[src/dsp_seq_pkg.sv]
//////////////////////////////////////////////////////////////////////
// Program sequencer shared definitions
// Address, field and flag widths, opcodes and branch subcodes
// Interrupt vectors, condition code bits, instruction word union
//////////////////////////////////////////////////////////////////////
package dsp_seq_pkg;

    localparam int ADDR_W  = 16;               // Program address
    localparam int FIELD_W = 12;               // Jump or immediate field
    localparam int FLAG_W  = 4;                // Status flags
    localparam int FSEL_W  = $clog2(FLAG_W);   // Flag select in cond
    localparam int OP_W    = 4;                // Opcode, bits 15..12
    localparam int BSEL_W  = 3;                // Branch subcode, bits 10..8
    localparam int COND_W  = 4;                // Condition code, bits 3..0

    // Opcodes, anything else runs as a NOP
    localparam logic [OP_W-1:0] OP_NOP     = 4'h0;
    localparam logic [OP_W-1:0] OP_GOTO_JA = 4'h1;   // In-page goto
    localparam logic [OP_W-1:0] OP_CALL_JA = 4'h2;   // In-page call
    localparam logic [OP_W-1:0] OP_GOTO_B  = 4'h3;   // Branch by subcode
    localparam logic [OP_W-1:0] OP_CGOTO_B = 4'h4;   // Conditional branch
    localparam logic [OP_W-1:0] OP_ICALL   = 4'h5;   // Software interrupt
    localparam logic [OP_W-1:0] OP_PT_ADD  = 4'h6;   // PT post-increment
    localparam logic [OP_W-1:0] OP_SETF    = 4'h7;   // Load flags
    localparam logic [OP_W-1:0] OP_HALT    = 4'h8;

    // Branch subcodes, 4 to 7 unused
    localparam logic [BSEL_W-1:0] B_RET     = 3'd0;
    localparam logic [BSEL_W-1:0] B_IRET    = 3'd1;
    localparam logic [BSEL_W-1:0] B_GOTO_PT = 3'd2;
    localparam logic [BSEL_W-1:0] B_CALL_PT = 3'd3;

    // Condition code bit positions
    // Low FSEL_W bits pick the flag
    localparam int COND_INV    = 2;   // Invert picked flag
    localparam int COND_ALWAYS = 3;   // Always true

    localparam logic [ADDR_W-1:0] ICALL_VEC = 16'd1;
    localparam logic [ADDR_W-1:0] IRQ_VEC   = 16'd0;

    // Jump and immediate format
    typedef struct packed {
        logic [OP_W-1:0]    opcode;
        logic [FIELD_W-1:0] field;    // Page address, PT step or flags
    } ja_fmt_t;

    // Branch format
    typedef struct packed {
        logic [OP_W-1:0]   opcode;
        logic              rsv_hi;
        logic [BSEL_W-1:0] bsel;
        logic [3:0]        rsv_lo;
        logic [COND_W-1:0] cond;
    } br_fmt_t;

    // One ROM word, two readings picked by opcode
    typedef union packed {
        ja_fmt_t ja_fmt;
        br_fmt_t br_fmt;
    } instr_t;

endpackage

[src/dsp_seq_decode.sv]
//////////////////////////////////////////////////////////////////////
// Sequencer instruction decoder
// One-hot control strobes gated by cen, interrupt shadow state
//////////////////////////////////////////////////////////////////////
`timescale 1ns/10ps

module dsp_seq_decode (
    input  logic                             clk,
    input  logic                             rst,
    input  logic                             cen,
    input  logic                             ext_irq,
    input  dsp_seq_pkg::instr_t              instr,       // Word at PC
    input  logic                             con_result,  // From flags
    output logic                             goto_ja,
    output logic                             call_ja,
    output logic                             goto_b,
    output logic                             icall,
    output logic                             post_inc,
    output logic                             pc_halt,
    output logic                             irq_take,
    output logic                             setf,
    output logic [dsp_seq_pkg::FIELD_W-1:0]  i_field,
    output logic [dsp_seq_pkg::FLAG_W-1:0]   flag_val,
    output logic [dsp_seq_pkg::COND_W-1:0]   cond,
    output logic                             shadow,      // Not in service
    output logic                             in_irq
);

    logic [dsp_seq_pkg::OP_W-1:0] opcode;
    logic                         exec;   // Instruction runs on this edge
    logic                         iret;

    assign opcode = instr.ja_fmt.opcode;

    // Single shadow level, no nesting
    assign irq_take = cen && ext_irq && !in_irq;
    assign exec     = cen && !irq_take;   // Taken IRQ drops the word

    assign i_field  = instr.ja_fmt.field;
    assign flag_val = instr.ja_fmt.field[dsp_seq_pkg::FLAG_W-1:0];
    assign cond     = instr.br_fmt.cond;  // Only meaningful for CGOTO_B

    always_comb begin
        goto_ja  = 1'b0;
        call_ja  = 1'b0;
        goto_b   = 1'b0;
        icall    = 1'b0;
        post_inc = 1'b0;
        pc_halt  = 1'b0;
        setf     = 1'b0;
        if (exec) begin
            case (opcode)
                dsp_seq_pkg::OP_NOP:     ;
                dsp_seq_pkg::OP_GOTO_JA: goto_ja  = 1'b1;
                dsp_seq_pkg::OP_CALL_JA: call_ja  = 1'b1;
                dsp_seq_pkg::OP_GOTO_B:  goto_b   = 1'b1;
                dsp_seq_pkg::OP_CGOTO_B: goto_b   = con_result; // Untaken falls through
                dsp_seq_pkg::OP_ICALL:   icall    = 1'b1;
                dsp_seq_pkg::OP_PT_ADD:  post_inc = 1'b1;
                dsp_seq_pkg::OP_SETF:    setf     = 1'b1;
                dsp_seq_pkg::OP_HALT:    pc_halt  = 1'b1;
                default:                 ;   // Spare opcodes
            endcase
        end
    end

    // Branch view of the same word
    assign iret = goto_b && (instr.br_fmt.bsel == dsp_seq_pkg::B_IRET);

    always_ff @(posedge clk or posedge rst) begin
        if (rst) begin
            in_irq <= 1'b0;
        end else if (irq_take) begin
            in_irq <= 1'b1;     // Enter service
        end else if (iret) begin
            in_irq <= 1'b0;     // Back to normal flow
        end
    end

    assign shadow = !in_irq;

endmodule

[src/dsp_seq_flags.sv]
//////////////////////////////////////////////////////////////////////
// Sequencer status flags
// Flag register and condition code evaluation
//////////////////////////////////////////////////////////////////////
`timescale 1ns/10ps

module dsp_seq_flags (
    input  logic                            clk,
    input  logic                            rst,
    input  logic                            cen,
    input  logic                            setf,
    input  logic [dsp_seq_pkg::FLAG_W-1:0]  flag_val,
    input  logic [dsp_seq_pkg::COND_W-1:0]  cond,
    output logic                            con_result
);

    logic [dsp_seq_pkg::FLAG_W-1:0] flags;
    logic [dsp_seq_pkg::FSEL_W-1:0] fsel;
    logic                           sel_flag;

    always_ff @(posedge clk or posedge rst) begin
        if (rst) begin
            flags <= '0;
        end else if (cen && setf) begin
            flags <= flag_val;    // Whole register at once
        end
    end

    // Flag pick, optional inversion, always override
    assign fsel     = cond[dsp_seq_pkg::FSEL_W-1:0];
    assign sel_flag = flags[fsel];

    assign con_result = cond[dsp_seq_pkg::COND_ALWAYS] ||
                        (sel_flag ^ cond[dsp_seq_pkg::COND_INV]);

endmodule

[src/dsp_seq_rom_aau.sv]
//////////////////////////////////////////////////////////////////////
// ROM address arithmetic unit
// PC, PR, PI and PT registers, next program address select
//////////////////////////////////////////////////////////////////////
`timescale 1ns/10ps

module dsp_seq_rom_aau (
    input  logic                             clk,
    input  logic                             rst,
    input  logic                             cen,
    input  logic                             goto_ja,
    input  logic                             goto_b,
    input  logic                             call_ja,
    input  logic                             icall,
    input  logic                             post_inc,
    input  logic                             pc_halt,
    input  logic                             ext_irq,   // Taken interrupt
    input  logic [dsp_seq_pkg::FIELD_W-1:0]  i_field,
    input  logic                             shadow,
    output logic [dsp_seq_pkg::ADDR_W-1:0]   rom_addr
);

    logic [dsp_seq_pkg::ADDR_W-1:0] pc;       // Program counter
    logic [dsp_seq_pkg::ADDR_W-1:0] pr;       // Return address
    logic [dsp_seq_pkg::ADDR_W-1:0] pi;       // Interrupt return
    logic [dsp_seq_pkg::ADDR_W-1:0] pt;       // Table pointer
    logic [dsp_seq_pkg::ADDR_W-1:0] pc_inc;
    logic [dsp_seq_pkg::ADDR_W-1:0] i_ext;
    logic [dsp_seq_pkg::ADDR_W-1:0] pc_nxt;
    logic [dsp_seq_pkg::BSEL_W-1:0] bsel;
    logic                           ret;
    logic                           iret;
    logic                           goto_pt;
    logic                           call_pt;

    assign pc_inc = pc + 1'b1;
    assign i_ext  = {{(dsp_seq_pkg::ADDR_W - dsp_seq_pkg::FIELD_W){i_field[dsp_seq_pkg::FIELD_W-1]}},
                     i_field};   // Signed PT step

    // Subcode sits in field bits 10..8
    assign bsel    = i_field[10:8];
    assign ret     = goto_b && (bsel == dsp_seq_pkg::B_RET);
    assign iret    = goto_b && (bsel == dsp_seq_pkg::B_IRET);
    assign goto_pt = goto_b && (bsel == dsp_seq_pkg::B_GOTO_PT);
    assign call_pt = goto_b && (bsel == dsp_seq_pkg::B_CALL_PT);

    // Highest priority first
    always_comb begin
        if (ext_irq) begin
            pc_nxt = dsp_seq_pkg::IRQ_VEC;
        end else if (icall) begin
            pc_nxt = dsp_seq_pkg::ICALL_VEC;
        end else if (goto_ja || call_ja) begin
            pc_nxt = {pc[dsp_seq_pkg::ADDR_W-1:dsp_seq_pkg::FIELD_W], i_field}; // Same 4K page
        end else if (goto_pt || call_pt) begin
            pc_nxt = pt;
        end else if (ret) begin
            pc_nxt = pr;
        end else if (iret) begin
            pc_nxt = pi;
        end else if (pc_halt) begin
            pc_nxt = pc;
        end else begin
            pc_nxt = pc_inc;   // Sequential fetch, also spare subcodes
        end
    end

    always_ff @(posedge clk or posedge rst) begin
        if (rst) begin
            pc <= '0;
            pr <= '0;
            pi <= '0;
            pt <= '0;
        end else if (cen) begin
            if (shadow) pi <= pc_inc;            // Frozen during service
            if (call_ja || call_pt) pr <= pc_inc;
            if (post_inc) pt <= pt + i_ext;
            pc <= pc_nxt;
        end
    end

    assign rom_addr = pc;

endmodule

[src/dsp_seq_top.sv]
//////////////////////////////////////////////////////////////////////
// Program sequencer top level
// Decoder, status flags and ROM address unit on the ROM port
//////////////////////////////////////////////////////////////////////
`timescale 1ns/10ps

module dsp_seq_top (
    input  logic                            clk,
    input  logic                            rst,
    input  logic                            cen,       // Only stall source
    input  logic                            ext_irq,
    input  logic [15:0]                     rom_data,  // Same-cycle ROM read
    output logic [dsp_seq_pkg::ADDR_W-1:0]  rom_addr,
    output logic                            in_irq
);

    logic                           goto_ja;
    logic                           call_ja;
    logic                           goto_b;
    logic                           icall;
    logic                           post_inc;
    logic                           pc_halt;
    logic                           irq_take;
    logic                           setf;
    logic                           con_result;
    logic                           shadow;
    logic [dsp_seq_pkg::FIELD_W-1:0] i_field;
    logic [dsp_seq_pkg::FLAG_W-1:0]  flag_val;
    logic [dsp_seq_pkg::COND_W-1:0]  cond;

    dsp_seq_decode dsp_seq_decode_inst (
        .clk        (clk),
        .rst        (rst),
        .cen        (cen),
        .ext_irq    (ext_irq),
        .instr      (rom_data),     // ROM word read as the union
        .con_result (con_result),
        .goto_ja    (goto_ja),
        .call_ja    (call_ja),
        .goto_b     (goto_b),
        .icall      (icall),
        .post_inc   (post_inc),
        .pc_halt    (pc_halt),
        .irq_take   (irq_take),
        .setf       (setf),
        .i_field    (i_field),
        .flag_val   (flag_val),
        .cond       (cond),
        .shadow     (shadow),
        .in_irq     (in_irq)
    );

    dsp_seq_flags dsp_seq_flags_inst (
        .clk        (clk),
        .rst        (rst),
        .cen        (cen),
        .setf       (setf),
        .flag_val   (flag_val),
        .cond       (cond),
        .con_result (con_result)
    );

    dsp_seq_rom_aau dsp_seq_rom_aau_inst (
        .clk        (clk),
        .rst        (rst),
        .cen        (cen),
        .goto_ja    (goto_ja),
        .goto_b     (goto_b),
        .call_ja    (call_ja),
        .icall      (icall),
        .post_inc   (post_inc),
        .pc_halt    (pc_halt),
        .ext_irq    (irq_take),     // Only the accepted interrupt
        .i_field    (i_field),
        .shadow     (shadow),
        .rom_addr   (rom_addr)
    );

endmodule

[config.mk]
export PLATFORM = sky130hd
export DESIGN_NAME = dsp_seq_top
export DESIGN_NICKNAME = d
export VERILOG_FILES = /design/src/dsp_seq_pkg.sv /design/src/dsp_seq_decode.sv /design/src/dsp_seq_flags.sv /design/src/dsp_seq_rom_aau.sv /design/src/dsp_seq_top.sv
export SDC_FILE = /design/constraint.sdc
export NUM_CORES = 1
export LEC_CHECK = 0
export BUFFER_PORTS_ARGS = -buffer_cell sky130_fd_sc_hd__buf_2
export CAP_MARGIN = 20
export CELL_PAD_IN_SITES_DETAIL_PLACEMENT = 1
export CELL_PAD_IN_SITES_GLOBAL_PLACEMENT = 1
export CORE_MARGIN = 3
export CORE_UTILIZATION = 44
export CTS_BUF_LIST = sky130_fd_sc_hd__clkbuf_4
export CTS_CLUSTER_SIZE = 28
export DETAILED_ROUTE_END_ITERATION = 10
export PLACE_DENSITY_LB_ADDON = 0.25
export SLEW_MARGIN = 20
export SYNTH_ARGS = -nofsm -noshare
export SYNTH_HDL_FRONTEND = slang
export SYNTH_SLANG_ARGS = --single-unit
[constraint.sdc]
create_clock -name clk -period 2.3 [get_ports clk]
set_input_delay 0 -clock clk [delete_from_list [all_inputs] [get_ports clk]]
set_output_delay 0 -clock clk [all_outputs]
set_load 0.01 [all_outputs]
==> results.md <==
- CP max-delay cell: mux4_2
- Slew headroom: 58.3%
- Setup Crit Path Kind: reg2reg
- Pin count of the biggest net entering global routing: 38
- Post-route cell area: 0.00519 mm^2
- Mean Syn Cell Area: 9.39 um^2
- Ranking of synthesized cells by area: dfrtp_1 (39%), mux2i_1 (6.4%), o21ai_0 (5.9%), nand2_1 (5.0%), mux2_2 (4.6%)
- Worst Reg-to-Reg Cells: 8
- Vias: 3787
- Deepest clock path buffer count: 2
- WL final: 12800 um
- Netlist cell types: 58
- # H-tree levels: 3
- Die Area: 0.0112 mm^2
- Async SR Flop Fraction: 100%
- P&R area growth vs syn: 18.2%
- Cell accounting for the most synthesized area: dfrtp_1
- Run status: finished clean
- Antenna-violating nets left: 0
- Remaining DRCs: 0
- Commonest cells post-synth: dfrtp_1 (69), nand2_1 (59), o21ai_0 (52), nor2_1 (29), mux2i_1 (28)
- RSZ-0062 raised after global routing: true
- Global-route wire length before repair: 20900 um
- IR drop worst, VDD: 0.000506 V
- IO buf count: 36
- CP startpoint kind: flip-flop
- Max-Cap Viols: 0
- Highest Clock Rate: 0.439 GHz
- Routability-driven placement congestion ratio: 0.843
- Endpoints failing hold: 0
- CORE AREA: 0.00946 mm^2
- CTS clock-pin slew for the worst setup and hold paths: 140 ps
- Critical Path AT: 2660 ps
- Worst skew pair latency: 440 ps
- ANT cells: 0
- Die W: 106 um
- Yosys reg bits: 69
- Clk sinks: 69
- Pins Over Slew Limit: 0
- Gr usage total: 23.5%
- PD cells: 989 mW/mm^2
- Remaining Overflow, GRT: 0
- Core Rows: 35
- EDFF count, synth: 0
- Mapped cell area: 0.00440 mm^2
- Dpl cells: 636
- Most used DFF post-synth: dfrtp_1
- Slew @ Worst Pin: 616 ps
- Top Ports: 37
- HP Class: in2reg
- Period utilization: 99.0%
- Initial core utilization: 46.5%
- Share of layout cells above drive strength 1: 23.3%
- Final setup viols: 0
- Detailed Place HPWL: 9250 um
- Syn. warnings: 0
- Critical path buffers and inverters: 2
- Cells after Synth: 468
- Critical-path cell list: mux4_2 > xnor2_4 > a211oi_4 > buf_6 > buf_6 > nor2_1 > a211oi_1 > a221o_1
- Clock root buffer master: clkbuf_4
- First drt pass iteration count: 4
- Routed len/inst: 19.0 um
- WHS Path Cells: 3
- Die H: 106 um
- Count leader, synth: dfrtp_1
- Placed Instance Area: 0.00477 mm^2
- CP Capture Type: flip-flop
- Number of nets in the layout: 578
- Final core utilization: 54.9%
- Clock Skews: 19.1 ps
- Detailed Route Iter0 Violations: 144
- Syn_nets: 505
- Final min period: 2280 ps
- P_leak: 0.00245 uW
- Dominant cell type by count on the critical path: buf_6
- Vias in the first global route: 3962
- CP max FO: 17
- Top cell family by delay on the critical path: compound AO/OA/AOI/OAI gates
- Post-synth top area share: 39.3%
- Initial antenna violation count: 0
- Vias/cell: 5.61
- Filler instances: 1129
- TNS Setup: 0 ps
- CTS Buf Count: 9
- Worst path depth: 8
- Sequential share of the synthesized area: 39.3%
- Worst EP required: 2690 ps
- CP max stage delay: 520 ps
- CTS tree: yes
- Fin cells: 675
-- report_power, final --
| part | internal [uW] | switching [uW] | total [uW] |
|---|---|---|---|
| registers | 1650 | 391 | 2040 |
| logic | 1060 | 1230 | 2280 |
| clock network | 334 | 483 | 817 |
| total | 3040 | 2100 | 5140 |
-- registers in the layout (all words and copies together), names as in the netlist --
| signal | cells |
|---|---|
| dsp_seq_decode_inst.in_irq | 1 |
| dsp_seq_flags_inst.flags | 4 |
| dsp_seq_rom_aau_inst.pr | 16 |
| dsp_seq_rom_aau_inst.pi | 16 |
| dsp_seq_rom_aau_inst.pt | 16 |
| dsp_seq_rom_aau_inst.rom_addr | 16 |
-- cell usage in the layout, fill, tap and decap left out, types with 2 or more instances in the layout --
cell type and n:
ha_1 15, and3_1 4, a211oi_1 2, nand2_1 59
o21ai_0 51, and2b_2 2, o21a_1 3, buf_2 36
a21oi_2 2, dlygate4sd3_1 14, clkbuf_4 9, a21oi_1 20
mux2i_1 28, buf_6 5, xnor2_1 14, nor4_2 2
a22o_1 3, clkinvlp_4 3, o31ai_1 4, mux2_2 18
a221o_1 2, xor2_1 11, nand3_1 10, and4_1 2
nor2_1 29, o21ai_1 2, or3_1 4, nor3_1 8
nand4_1 3, buf_4 29, a21o_1 5, or4_1 2
a22oi_1 10, inv_2 2, a31oi_1 2, dfrtp_1 69
o211ai_1 8, nand2b_1 6, inv_1 21
-- repair_timing --
| item | in CTS | in global routing |
|---|---|---|
| pin swaps | 8 | 7 |
| endpoints found under the setup margin | 6 | 13 |
| hold buffers | 14 | 0 |
| setup buffers | 1 | 8 |
| endpoints found under the hold margin | 85 | 0 |
| gates resized for setup | 5 | 13 |
-- per-layer routing --
metal	wire length [um]	GRT usage [%]	up-vias	part of all wire (%)
met1	5710	31.8	1884	45
met4	238	5.83	0	1.9
met2	6260	38.4	69	49
li1	-	-	1814	-
met3	616	5.16	20	4.8
met5	0	0	-	0
-- worst paths after layout --
check	startpoint	to	slack, ps
setup / recovery	dsp_seq_flags_inst.flags[0]	dsp_seq_rom_aau_inst.rom_addr[7]	20
hold / removal	rom_data[14]	dsp_seq_rom_aau_inst.rom_addr[0]	20
setup reg to reg	dsp_seq_flags_inst.flags[0]	dsp_seq_rom_aau_inst.rom_addr[7]	20
hold reg to reg	dsp_seq_rom_aau_inst.pi[5]	dsp_seq_rom_aau_inst.pi[5]	500
max in group asynchronous	rst	dsp_seq_rom_aau_inst.pt[14]	1020
min in group asynchronous	rst	dsp_seq_rom_aau_inst.pi[2]	540
-- area by class of cell --
cell class / instances / area [um^2] / share of cell area (%)
Multi-Input combinational cell: 354 / 2480 / 47.8
Clock buffer: 9 / 67.6 / 1.30
Clock inverter: 7 / 75.1 / 1.45
Tap cell: 129 / 161 / 3.11
Inverter: 23 / 86.3 / 1.66
Sequential cell: 69 / 1730 / 33.2
Timing Repair Buffer: 84 / 594 / 11.4
-- cell families (layout without fill, tap and decap cells) --
kind of cell,after synthesis,count (layout),synth area share [%]
simple gates,142,142,15.8
buf+inv,45,123,5.61
flops,69,69,39.3
fa+ha+maj,17,17,5.01
xor+xnor,26,26,5.18
compound gates,122,122,17.6
mux,47,47,11.5
-- tightest hold or removal path, cell delays in order --
cell and delay [ps]:
buf_2 180, a21oi_1 150, o31ai_1 90
-- per-stage QoR --
stage	hold slack (ps)	setup slack (ps)	total power, uW
6_report	22.8	23.0	5140
5_1_grt	19.3	-59.0	5570
4_1_cts	18.4	0.430	5060
3_5_place_dp	-101	-39.3	4180
3_3_place_gp	-106	50.5	4040
2_1_floorplan	139	79.8	3450
(Power assumes the default switching activity.)
